**src/logic/st_glue_pkg.sv**
```systemverilog
// shared widths, enums, request structs and video base constants for the st glue logic
package st_glue_pkg;

	localparam int ADDR_W = 23;	// word address, bits 23..1

	// ram size code from control bits 3..1
	typedef enum logic [2:0] {
		MEM_512K = 3'd0,
		MEM_1M   = 3'd1,
		MEM_2M   = 3'd2,
		MEM_4M   = 3'd3,
		MEM_8M   = 3'd4,
		MEM_14M  = 3'd5
	} mem_size_e;

	// bus slot as seen by the sdram port
	typedef enum logic [1:0] {
		SLOT_PRE   = 2'd0,	// cpu precycle
		SLOT_CPU   = 2'd1,
		SLOT_VIDEO = 2'd2	// shifter or viking fetch
	} bus_slot_e;

	typedef struct packed {
		mem_size_e mem_size;
		logic      ste;
		logic      mste;
		logic      steroids;	// ste and mste together
		logic      psg_stereo;
		logic      blitter_en;
		logic      viking_en;
	} cfg_t;

	typedef struct packed {
		logic [ADDR_W-1:0] addr;
		logic [15:0]       din;
		logic              oe;
		logic              we;
		logic              uds;
		logic              lds;
	} ram_req_t;

	typedef struct packed {
		logic [ADDR_W-1:0] addr;
		logic [15:0]       data;
	} dl_word_t;

	// blitter bus master side
	typedef struct packed {
		logic [ADDR_W-1:0] addr;
		logic [15:0]       data;
		logic              read;
		logic              write;
		logic              has_bus;
	} bm_req_t;

	// raw chipset strobes, already ras qualified
	typedef struct packed {
		logic [ADDR_W-1:0] addr;
		logic [15:0]       din;
		logic              oe;
		logic              we;
		logic              uds;
		logic              lds;
	} chip_req_t;

	typedef struct packed {
		logic [7:0] a;
		logic [7:0] b;
		logic [7:0] c;
	} ym_chan_t;

	// address bits 23..18 of the viking frame buffer
	localparam logic [5:0] VIKING_BASE_LO = 6'b110000;	// $c00000
	localparam logic [5:0] VIKING_BASE_HI = 6'b111010;	// $e80000, steroids

endpackage

```
**src/logic/sys_config.sv**
```systemverilog
// registered decode of the io controller control word into configuration fields
`timescale 1ns/1ps

module sys_config (
	input  logic              clk_32,
	input  logic              xsint,
	input  logic [31:0]       ctrl_i,	// from io controller
	output st_glue_pkg::cfg_t cfg_o
);

	st_glue_pkg::cfg_t cfg_d;
	logic              ste_d;
	logic              steroids_d;
	logic              mem_ok;

	assign ste_d      = ctrl_i[23] | ctrl_i[24];
	assign steroids_d = ctrl_i[23] & ctrl_i[24];	// ste on steroids

	// viking needs the top of the map free, 8M or less
	assign mem_ok = (st_glue_pkg::mem_size_e'(ctrl_i[3:1]) <= st_glue_pkg::MEM_8M);

	always_comb begin
		cfg_d.mem_size   = st_glue_pkg::mem_size_e'(ctrl_i[3:1]);
		cfg_d.ste        = ste_d;
		cfg_d.mste       = ctrl_i[24];
		cfg_d.steroids   = steroids_d;
		cfg_d.psg_stereo = ctrl_i[22];
		cfg_d.blitter_en = ctrl_i[19] | ste_d;	// ste always has one
		// steroids moves video to $e80000 so any size is fine there
		cfg_d.viking_en  = (ctrl_i[28] & mem_ok) | steroids_d;
	end

	always_ff @(posedge clk_32 or negedge xsint) begin
		if (!xsint) begin
			cfg_o <= '0;	// 512k plain st
		end else begin
			cfg_o <= cfg_d;
		end
	end

endmodule

```
**src/logic/sdram_arbiter.sv**
```systemverilog
// slot based sdram request select, download handshake, ram window and tos tracking
`timescale 1ns/1ps

module sdram_arbiter (
	input  logic                             clk_32,
	input  logic                             xsint,
	input  st_glue_pkg::cfg_t                cfg_i,
	input  st_glue_pkg::bus_slot_e           slot_i,
	input  logic                             slot_en_i,
	input  st_glue_pkg::chip_req_t           chip_req_i,
	input  st_glue_pkg::bm_req_t             bm_i,
	input  st_glue_pkg::dl_word_t            dl_i,
	input  logic                             dl_valid_i,
	input  logic                             download_i,
	input  logic                             vik_read_i,
	input  logic [st_glue_pkg::ADDR_W-1:0]   vik_addr_i,
	input  logic                             viking_active_i,
	input  logic [st_glue_pkg::ADDR_W-1:0]   cpu_addr_i,
	input  logic                             rom2_sel_i,
	output logic                             dl_ready_o,
	output st_glue_pkg::ram_req_t            ram_req_o,
	output logic [st_glue_pkg::ADDR_W-1:0]   rom_addr_o
);

	logic                           cpu_slot;
	logic                           dl_slot;
	logic                           bm_slot;
	logic                           vik_fetch;
	logic                           dl_fire;
	logic                           ram_en;
	st_glue_pkg::ram_req_t          req_d;
	logic                           oe_q;
	logic                           we_q;
	logic [st_glue_pkg::ADDR_W-1:0] addr_q;
	logic [15:0]                    din_q;
	logic                           uds_q;
	logic                           lds_q;
	logic                           tos192k;

	assign cpu_slot   = (slot_i == st_glue_pkg::SLOT_CPU);
	assign dl_slot    = cpu_slot & download_i;
	assign bm_slot    = cpu_slot & ~download_i & bm_i.has_bus;	// download wins
	assign vik_fetch  = (slot_i == st_glue_pkg::SLOT_VIDEO) & viking_active_i & vik_read_i;
	assign dl_ready_o = slot_en_i & dl_slot;
	assign dl_fire    = dl_ready_o & dl_valid_i;	// word taken

	// ram window per size code with addr[22] as address bit 23
	always_comb begin
		case (cfg_i.mem_size)
			st_glue_pkg::MEM_512K: ram_en = (chip_req_i.addr[22:18] == 5'b00000);
			st_glue_pkg::MEM_1M:   ram_en = (chip_req_i.addr[22:19] == 4'b0000);
			st_glue_pkg::MEM_2M:   ram_en = (chip_req_i.addr[22:20] == 3'b000);
			st_glue_pkg::MEM_4M:   ram_en = (chip_req_i.addr[22:21] == 2'b00);
			st_glue_pkg::MEM_8M:   ram_en = ~chip_req_i.addr[22];
			st_glue_pkg::MEM_14M:  ram_en = ~&chip_req_i.addr[22:20];	// io at $e00000 up
			default:               ram_en = 1'b0;
		endcase
	end

	always_comb begin
		// chipset by default and a write masks a stray read strobe
		req_d.addr = chip_req_i.addr;
		req_d.oe   = chip_req_i.oe & ~chip_req_i.we & ram_en & (|chip_req_i.addr);
		req_d.we   = chip_req_i.we & ram_en;
		req_d.uds  = chip_req_i.uds;
		req_d.lds  = chip_req_i.lds;
		if (dl_slot) begin
			req_d.addr = dl_i.addr;
			req_d.oe   = 1'b0;
			req_d.we   = dl_fire;	// idle slot if no word
			req_d.uds  = 1'b1;
			req_d.lds  = 1'b1;
		end else if (bm_slot) begin
			req_d.addr = bm_i.addr;
			req_d.oe   = bm_i.read & ~bm_i.write;
			req_d.we   = bm_i.write;
			req_d.uds  = 1'b1;
			req_d.lds  = 1'b1;
		end else if (vik_fetch) begin
			req_d.addr = vik_addr_i;	// card frame buffer fetch
			req_d.oe   = 1'b1;
			req_d.we   = 1'b0;
		end
		// write data follows the bus owner and not the slot
		if (download_i) begin
			req_d.din = dl_i.data;
		end else if (bm_i.has_bus) begin
			req_d.din = bm_i.data;
		end else begin
			req_d.din = chip_req_i.din;
		end
	end

	// strobes last exactly one cycle after the slot
	always_ff @(posedge clk_32 or negedge xsint) begin
		if (!xsint) begin
			oe_q <= 1'b0;
			we_q <= 1'b0;
		end else begin
			oe_q <= slot_en_i & req_d.oe;
			we_q <= slot_en_i & req_d.we;
		end
	end

	always_ff @(posedge clk_32) begin
		if (slot_en_i) begin
			addr_q <= req_d.addr;
			din_q  <= req_d.din;
			uds_q  <= req_d.uds;
			lds_q  <= req_d.lds;
		end
	end

	always_comb begin
		ram_req_o.addr = addr_q;
		ram_req_o.din  = din_q;
		ram_req_o.oe   = oe_q;
		ram_req_o.we   = we_q;
		ram_req_o.uds  = uds_q;
		ram_req_o.lds  = lds_q;
	end

	// 192k tos loads at $fc0000, 256k tos at $e00000
	always_ff @(posedge clk_32 or negedge xsint) begin
		if (!xsint) begin
			tos192k <= 1'b0;
		end else if (dl_fire) begin
			if (dl_i.addr[22:17] == 6'b111111) begin
				tos192k <= 1'b1;
			end else if (dl_i.addr[22:19] == 4'he) begin
				tos192k <= 1'b0;
			end
		end
	end

	always_comb begin
		rom_addr_o = cpu_addr_i;
		if (rom2_sel_i) begin
			rom_addr_o[22:17] = tos192k ? 6'b111111 : 6'b111000;	// $fc or $e0
		end
	end

endmodule

```
**src/logic/viking_detect.sv**
```systemverilog
// counter of cpu hits on the viking frame buffer and the driver active flag
`timescale 1ns/1ps

module viking_detect #(
	parameter int VIKING_CNT_W = 8
) (
	input  logic                           clk_32,
	input  logic                           xsint,
	input  st_glue_pkg::cfg_t              cfg_i,
	input  logic                           slot_en_i,
	input  logic                           cpu_as_i,
	input  logic [st_glue_pkg::ADDR_W-1:0] cpu_addr_i,
	output logic                           viking_active_o
);

	logic [VIKING_CNT_W-1:0] use_cnt;
	logic [5:0]              base;
	logic                    hit;
	logic                    cnt_full;

	// steroids moves the card to $e80000
	assign base = cfg_i.steroids ? st_glue_pkg::VIKING_BASE_HI : st_glue_pkg::VIKING_BASE_LO;

	// only a driver hits it often where a few probes are normal
	assign hit      = slot_en_i & cpu_as_i & cfg_i.viking_en & (cpu_addr_i[22:17] == base);
	assign cnt_full = &use_cnt;

	always_ff @(posedge clk_32 or negedge xsint) begin
		if (!xsint) begin
			use_cnt         <= '0;
			viking_active_o <= 1'b0;
		end else begin
			if (hit && !cnt_full) begin
				use_cnt <= use_cnt + 1'b1;	// saturates
			end
			if (cnt_full) begin
				viking_active_o <= 1'b1;	// sticky until reset
			end
		end
	end

endmodule

```
**src/logic/audio_mix.sv**
```systemverilog
// ym channel sums and dma sound widened to 15 bits and added per side
`timescale 1ns/1ps

module audio_mix (
	input  logic                  clk_32,
	input  logic                  xsint,
	input  st_glue_pkg::cfg_t     cfg_i,
	input  st_glue_pkg::ym_chan_t ym_i,
	input  logic [7:0]            ste_l_i,
	input  logic [7:0]            ste_r_i,
	output logic [14:0]           audio_l_o,
	output logic [14:0]           audio_r_o
);

	logic [9:0] ym_a;
	logic [9:0] ym_b;
	logic [9:0] ym_c;
	logic [9:0] ym_l;
	logic [9:0] ym_r;

	// unsigned ym sum to signed, then scaled up by repeating top bits
	function automatic logic [14:0] widen_ym(input logic [9:0] sum);
		logic [9:0] s;
		s = sum - 10'h200;
		return {s[9], s, s[9:6]};
	endfunction

	// dma sample is offset binary around $80
	function automatic logic [14:0] widen_dma(input logic [7:0] smp);
		logic [7:0] s;
		s = smp - 8'h80;
		return {s[7], s, s[7:2]};
	endfunction

	assign ym_a = {2'b00, ym_i.a};
	assign ym_b = {2'b00, ym_i.b};
	assign ym_c = {2'b00, ym_i.c};

	// stereo puts a left, c right, b in the middle
	assign ym_l = cfg_i.psg_stereo ? (ym_a + ym_b) : (ym_a + ym_b + ym_c);
	assign ym_r = cfg_i.psg_stereo ? (ym_c + ym_b) : (ym_a + ym_b + ym_c);

	always_ff @(posedge clk_32 or negedge xsint) begin
		if (!xsint) begin
			audio_l_o <= '0;
			audio_r_o <= '0;
		end else begin
			audio_l_o <= widen_ym(ym_l) + widen_dma(ste_l_i);	// wraps mod 2^15
			audio_r_o <= widen_ym(ym_r) + widen_dma(ste_r_i);
		end
	end

endmodule

```
**src/logic/st_glue_top.sv**
```systemverilog
// top level wiring of config decode, sdram arbiter, viking detect and audio mixer
`timescale 1ns/1ps

module st_glue_top #(
	parameter int VIKING_CNT_W = 8	// accesses before viking takes over
) (
	input  logic                           clk_32,
	input  logic                           xsint,
	input  logic [31:0]                    ctrl_i,
	input  st_glue_pkg::bus_slot_e         slot_i,
	input  logic                           slot_en_i,
	input  st_glue_pkg::chip_req_t         chip_req_i,
	input  st_glue_pkg::bm_req_t           bm_i,
	input  st_glue_pkg::dl_word_t          dl_i,
	input  logic                           dl_valid_i,
	input  logic                           download_i,
	output logic                           dl_ready_o,
	input  logic                           cpu_as_i,
	input  logic [st_glue_pkg::ADDR_W-1:0] cpu_addr_i,
	input  logic                           rom2_sel_i,
	input  logic                           vik_read_i,
	input  logic [st_glue_pkg::ADDR_W-1:0] vik_addr_i,
	input  st_glue_pkg::ym_chan_t          ym_i,
	input  logic [7:0]                     ste_l_i,
	input  logic [7:0]                     ste_r_i,
	output st_glue_pkg::ram_req_t          ram_req_o,
	output logic [st_glue_pkg::ADDR_W-1:0] rom_addr_o,
	output logic                           viking_active_o,
	output logic [14:0]                    audio_l_o,
	output logic [14:0]                    audio_r_o
);

	st_glue_pkg::cfg_t cfg;	// one cycle behind ctrl_i

	sys_config u_sys_config (
		.clk_32 (clk_32),
		.xsint  (xsint),
		.ctrl_i (ctrl_i),
		.cfg_o  (cfg)
	);

	sdram_arbiter u_sdram_arbiter (
		.clk_32          (clk_32),
		.xsint           (xsint),
		.cfg_i           (cfg),
		.slot_i          (slot_i),
		.slot_en_i       (slot_en_i),
		.chip_req_i      (chip_req_i),
		.bm_i            (bm_i),
		.dl_i            (dl_i),
		.dl_valid_i      (dl_valid_i),
		.download_i      (download_i),
		.vik_read_i      (vik_read_i),
		.vik_addr_i      (vik_addr_i),
		.viking_active_i (viking_active_o),	// video slots go to the card
		.cpu_addr_i      (cpu_addr_i),
		.rom2_sel_i      (rom2_sel_i),
		.dl_ready_o      (dl_ready_o),
		.ram_req_o       (ram_req_o),
		.rom_addr_o      (rom_addr_o)
	);

	viking_detect #(
		.VIKING_CNT_W (VIKING_CNT_W)
	) u_viking_detect (
		.clk_32          (clk_32),
		.xsint           (xsint),
		.cfg_i           (cfg),
		.slot_en_i       (slot_en_i),
		.cpu_as_i        (cpu_as_i),
		.cpu_addr_i      (cpu_addr_i),
		.viking_active_o (viking_active_o)
	);

	audio_mix u_audio_mix (
		.clk_32    (clk_32),
		.xsint     (xsint),
		.cfg_i     (cfg),
		.ym_i      (ym_i),
		.ste_l_i   (ste_l_i),
		.ste_r_i   (ste_r_i),
		.audio_l_o (audio_l_o),
		.audio_r_o (audio_r_o)
	);

endmodule

```
**config.mk**
```make
export PLATFORM = sky130hd
export DESIGN_NAME = st_glue_top
export DESIGN_NICKNAME = d
export VERILOG_FILES = /design/src/logic/st_glue_pkg.sv /design/src/logic/sys_config.sv /design/src/logic/sdram_arbiter.sv /design/src/logic/viking_detect.sv /design/src/logic/audio_mix.sv /design/src/logic/st_glue_top.sv
export SDC_FILE = /design/constraint.sdc
export NUM_CORES = 1
export LEC_CHECK = 0
export BUFFER_PORTS_ARGS = -buffer_cell sky130_fd_sc_hd__buf_2
export CAP_MARGIN = 20
export CORE_AREA = 2 2 135 137
export DETAILED_ROUTE_END_ITERATION = 6
export DIE_AREA = 0 0 137 139
export GPL_TIMING_DRIVEN = 0
export PLACE_DENSITY = 0.7
export SLEW_MARGIN = 10
export SYNTH_ARGS = -nofsm -noshare
export SYNTH_HDL_FRONTEND = slang
export SYNTH_SLANG_ARGS = --single-unit
```
**constraint.sdc**
```tcl
create_clock -name clk_32 -period 7.6 [get_ports clk_32]
set_input_delay 1.52 -clock clk_32 [delete_from_list [all_inputs] [get_ports clk_32]]
set_output_delay 1.52 -clock clk_32 [all_outputs]
set_load 0.01 [all_outputs]
```
# Word level (Yosys, flattened, before mapping)

Cells that the tools add are included.

Output and inout bits: 98
Bits in registers: 89
Logic and storage cells: 91
Input bits: 252

$lt $le $gt $ge: 1
Reduce and logical (&&, ||, !) cells: 14
Equality and inequality tests: 10
Bitwise gates (word level): 24
Multiplexer cells: 17
Add/subtract/negate cells: 10

Operators by type and width:

| kind                                                             | count |
|---|---|
| 23-bit two-way mux                                               | 3 |
| 16-bit two-way mux                                               | 2 |
| 14-bit by 14-bit adder with 15-bit output                        | 2 |
| 23-bit OR reduction                                              | 1 |
| 10-bit two-way mux                                               | 2 |
| 10-bit subtractor (second input constant)                        | 2 |
| 1-bit bitwise AND                                                | 19 |
| 8-bit by 8-bit adder with 9-bit output                           | 2 |
| 8-bit subtractor (second input constant)                         | 2 |
| 10-bit by 8-bit adder with 10-bit output                         | 1 |
| 8-bit by 1-bit adder with 8-bit output (second input constant)   | 1 |
| 4-bit two-way mux                                                | 2 |
| 8-bit AND reduction                                              | 1 |
| 3-bit by 2-bit == test with 1-bit output (second input constant) | 2 |
| 3-bit == test (second input constant)                            | 2 |
| 6-bit == test                                                    | 1 |
| 6-bit == test (second input constant)                            | 1 |
| 3-bit zero test                                                  | 2 |
| 2-bit two-way mux                                                | 3 |
| 6-bit two-way mux                                                | 1 |
| 1-bit one-hot mux with 6 select lines                            | 1 |
| 5-bit zero test                                                  | 1 |
| 4-bit == test (second input constant)                            | 1 |
| 4-bit zero test                                                  | 1 |
| other kinds (15)                                                 | 20 |

# Longest topological paths before layout

Depth after elaboration: 9
Depth in mapped cells: 22
Depth with buffers taken out: 22

# Modules after synthesis

From an unflattened synthesis, not the netlist that was laid out.

Cell total of the unflattened synthesis: 657
Area, all modules: 6,638.9 sq um

By module, submodules not included:

| module        | instances | seq. area each (sq um) | cells an instance | area each (sq um) |
|---|---|---|---|---|
| audio_mix     | 1         | 750.7                  | 343               | 3,119.2 |
| sdram_arbiter | 1         | 1,306.3                | 260               | 2,756.4 |
| viking_detect | 1         | 225.2                  | 40                | 506.7 |
| sys_config    | 1         | 225.2                  | 14                | 256.5 |

# Least setup slack after synthesis

Ideal clock, no wire load.

Kind: input to register
From: input ym_i[8] (netlist bit)
To: register u_audio_mix.audio_r_o[14]
Cell stages on the path: 21
Required time: 7.534 ns
Slack: 2.160 ns
Arrival: 5.374 ns
Cell sequence: ha_1 inv_1 fa_1 nor2b_1 o21ai_1 nor2b_1 xnor2_1 ha_1 o21a_1 a21oi_1 xor2_1 nor2_1 a21o_1 ha_1 fa_1 a211oi_2 o21ai_1 a2111oi_4 nor2_1 o41ai_2 a31o_1

Word-level cells in the longest chain between the ends: 5
Elaborated cells on any way between the ends: 6

Ends and longest elaborated chain:

| item                                          | line              | RTL |
|---|---|---|
| start: declaration                            | st_glue_top.sv:23 | `input st_glue_pkg::ym_chan_t ym_i,` |
| 8-bit by 8-bit adder with 9-bit output        | audio_mix.sv:41   | `assign ym_r = cfg_i.psg_stereo ? (ym_c + ym_b) : (ym_a + ym_b + ym_c);` |
| 10-bit by 8-bit adder with 10-bit output      | audio_mix.sv:41   |  |
| 10-bit two-way mux (*)                        | audio_mix.sv:41   |  |
| 10-bit subtractor (*)                         | audio_mix.sv:24   | `s = sum - 10'h200;` |
| 14-bit by 14-bit adder with 15-bit output (*) | audio_mix.sv:49   | `audio_r_o <= widen_ym(ym_r) + widen_dma(ste_r_i);` |
| end signal: assignment                        | audio_mix.sv:49   |  |
| end: declaration                              | audio_mix.sv:12   | `output logic [14:0] audio_r_o` |

Mark *: on every way between the ends. The rest lies on a longest branch, timed or not.
A chain may end at the register's enable or synchronous reset.

# Final worst setup path

Ends and elaborated chain as after synthesis.

==> results.yml <==
pwr:
  seqPwrFrac_pct: 33.0
  p_leak_nw: 4.29
  ir_worst_vdd_mv: 0.102
  p_sw_mw: 0.655
  netSwitchingFraction_pct: 34.1
  comb_power_share_pct: 41.1
  p_int_mw: 1.27
  power_density_nw_per_um2: 226
  p_clk_share_pct: 25.9
synthesis:
  synth_top_area_share_pct: 19.4
  yosysWarnings: 0
  synth_area_leaders: "edfxtp_1, dfrtp_1, ha_1"
  synthFlopType: "dfrtp_1"
  avgSynthCellArea_um2: 9.78
  synth_fp_nets: 958
  syn-cell-area_um2: 6340
  synth_area_leader_cell: "edfxtp_1"
  synth_enable_flop_cells: 41
  async_flop_share_pct: 53.9
  synth-seq-cells: 89
  yosysUniqueCellTypes: 58
  ys_seq_area_share_pct: 38.4
  synthCells: 648
clock_network:
  cts_buffers: 9
  cts_tree: "yes"
  cts.hold.buffers_added: 0
  cts_root_buffer: "clkbuf_16"
  cts_resized: 0
  h-tree-depth: 3
  cts_buffer_depth: 2
  clk_pin_slew_ps: 70
  cts.sinks: 89
  cts_setup_buffers: 0
  insertion_delay_ps: 340
drt:
  drt-initial-drc-count: 260
  wl_per_cell_um: 16.9
  routed_via_density: 4.99
  firstDrtPassIters: 4
  num_vias: 6026
  drc_errors: 0
  routed_wl_um: 20400
  postRouteAntennaNets: 0
timing:
  fin_tns_setup_ps: 0
  setup-violations-final: 0
  finalHoldViolations: 0
  rsz0062_at_grt: "false"
  skew_ps: 7.12
  drv_slew: 0
  worstMarginPinSlew_ps: 1060
  fin_hold_ws_ps: 484
  relSlewSlack_pct: 29.0
  fmax_mhz: 168
  post-route-period-util_pct: 78.5
  layout_min_cycle_time_ps: 5960
worst_setup_path:
  r2r-start: "u_sys_config.cfg_o[2]$_DFF_PN0_"
  cp-end-kind: "flip-flop"
  critPathLaunchType: "input pin"
  worstPathMaxFanout: 4
  r2r_slack_ps: 4150
  worstReg2RegEnd: "u_audio_mix.audio_r_o[14]$_DFF_PN0_"
  cp_slowest_stage_delay_ps: 680
  path_depth: 21
  arrival_ps: 6240
  cp-endpoint: "u_audio_mix.audio_r_o[14]$_DFF_PN0_"
  path_buf_inv: 2
  path_cells: "buf_2 > ha_1 > inv_1 > fa_1 > nor2b_1 > o21ai_1 > nor2b_1 > xnor2_1 > ha_1 > a21oi_1 > o21ai_1 > o31ai_1 > nor2_1 > o21ai_0 > ha_1 > o21ai_0 > o21ai_1 > a2111oi_4 > nor2_1 > o41ai_2 > a31o_1"
  crit_family: "compound AO/OA/AOI/OAI gates"
  cp_slowest_cell: "o21ai_0"
  reg2regPathDepth: 12
  critPathLaunch: "ym_i[8]"
  worst-endpoint-required_ps: 7880
  crit_type: "in -> reg"
layout:
  layout-drive-gt1-share_pct: 37.6
  final_area_um2: 8530
  layout_commonest_cell: "buf_2"
  areaGrowthSynthToFinish_pct: 34.5
  post_layout_nonfiller_instances: 1208
  final_cell_mix: "buf_2, o21ai_0, nand2_1, ha_1, dfrtp_1"
  finalNetCount: 1275
place:
  dp_hpwl_um: 17200
  port-buffer-count: 305
  placed_area_um2: 8170
  place_inst: 1183
  place.gp.congestion: 0.846
global_route:
  first_global_vias: 5728
  antenna_found_initial: 9
  overflow: 0
  grt_pass1_wl_um: 29500
  grt_usage_pct: 20.3
  grt_max_degree: 47
outcome:
  status: "complete, no violations"
floorplan:
  io_pins: 350
  coreArea_um2: 17700
  dieWidth_um: 137
  initial_core_util_pct: 35.9
  die_h_um: 139
  num_rows: 49
  dieArea_um2: 19000
run:
  maxCapViolCount: 0
min_path:
  hp-class: "reg -> reg"
## Yosys cell counts, types with 4 or more instances
cell type,number
buf_2,4
xor2_1,18
o21a_1,21
nand2b_1,8
nand4_1,5
o211ai_1,6
clkbuf_1,16
ha_1,53
o21ai_0,67
nor4_1,6
nor2_1,37
nor3_1,4
fa_1,5
inv_1,20
a22oi_1,14
a211oi_1,4
nand3_1,7
a21o_1,14
dfrtp_1,48
xnor2_1,28
a21oi_1,36
o31ai_1,4
edfxtp_1,41
o21ai_1,6
or2_2,6
nor2b_1,8
nand2_1,58
buf_4,21
mux2i_1,42
## power by group through the flow
stage | sequential [mW] | combinational [mW] | clock [mW]
after floorplan | 0.698 | 0.444 | 0
after global placement | 0.646 | 0.783 | 0
after detailed placement | 0.647 | 0.794 | 0
after CTS | 0.638 | 0.798 | 0.508
after global routing | 0.646 | 0.875 | 0.530
final | 0.636 | 0.790 | 0.498
## registers in the layout (all words and copies together), names as in the netlist
register	cells
u_audio_mix.audio_l_o	15
u_sdram_arbiter.tos192k	1
u_audio_mix.audio_r_o	15
u_sdram_arbiter.addr_q	23
u_sdram_arbiter.din_q	16
u_sys_config.cfg_o	6
u_viking_detect.viking_active_o	1
u_sdram_arbiter.we_q	1
u_sdram_arbiter.oe_q	1
u_sdram_arbiter.uds_q	1
u_sdram_arbiter.lds_q	1
u_viking_detect.use_cnt	8
## worst min-delay path by stage
| stage | cells past startpoint | endpoint | from | slack, ps |
|---|---|---|---|---|
| after floorplan | 1 | u_viking_detect.use_cnt[7]$_DFFE_PN0P_ | u_viking_detect.use_cnt[7]$_DFFE_PN0P_ | 440 |
| after global placement | 1 | u_viking_detect.use_cnt[7]$_DFFE_PN0P_ | u_viking_detect.use_cnt[7]$_DFFE_PN0P_ | 460 |
| after detailed placement | 1 | u_viking_detect.use_cnt[7]$_DFFE_PN0P_ | u_viking_detect.use_cnt[7]$_DFFE_PN0P_ | 460 |
| after CTS | 1 | u_viking_detect.use_cnt[7]$_DFFE_PN0P_ | u_viking_detect.use_cnt[7]$_DFFE_PN0P_ | 480 |
| after global routing | 1 | u_viking_detect.use_cnt[7]$_DFFE_PN0P_ | u_viking_detect.use_cnt[7]$_DFFE_PN0P_ | 480 |
| final | 1 | u_viking_detect.use_cnt[7]$_DFFE_PN0P_ | u_viking_detect.use_cnt[7]$_DFFE_PN0P_ | 480 |
## per-layer routing
metal / GRT usage [%] / share of wire, % / wire [um]
met1: 21.6 / 37 / 7590
met2: 36.9 / 52 / 10500
met3: 4.64 / 7.8 / 1590
met4: 10.1 / 3.4 / 699
met5: 0 / 0.064 / 13
## stage by stage
step / setup slack (ps) / util (%) / total power, mW
CTS: 1610 / 48.2 / 1.94
global route: 1190 / 48.3 / 2.05
detailed placement: 1260 / 46.3 / 1.44
global placement: 1360 / 46.2 / 1.43
floorplan: 2160 / - / 1.14
finish: 1640 / 48.3 / 1.92
## layout make-up
class	count	area, um^2
clock inverter	4	73.8
clock buffer	12	260
antenna	9	22.5
multi-input combinational	495	3580
tap	229	287
buffer	43	253
sequential	89	2430
inverter	21	78.8
timing repair buffer	306	1550
fill	1729	9130
## kinds of logic (layout without fill, tap and decap cells)
kind of cell | Yosys count | count (layout) | synth area share (%)
AO/OA/AOI/OAI | 190 | 190 | 19.0
adder cells (fa/ha/maj) | 58 | 58 | 12.0
XOR/XNOR | 46 | 46 | 6.35
multiplexers | 43 | 43 | 6.81
other | 0 | 9 | 0
flip-flops | 89 | 89 | 38.4
AND/OR/NAND/NOR | 158 | 158 | 12.2
buffers and inverters | 64 | 386 | 5.23
(Power assumes the default switching activity.)
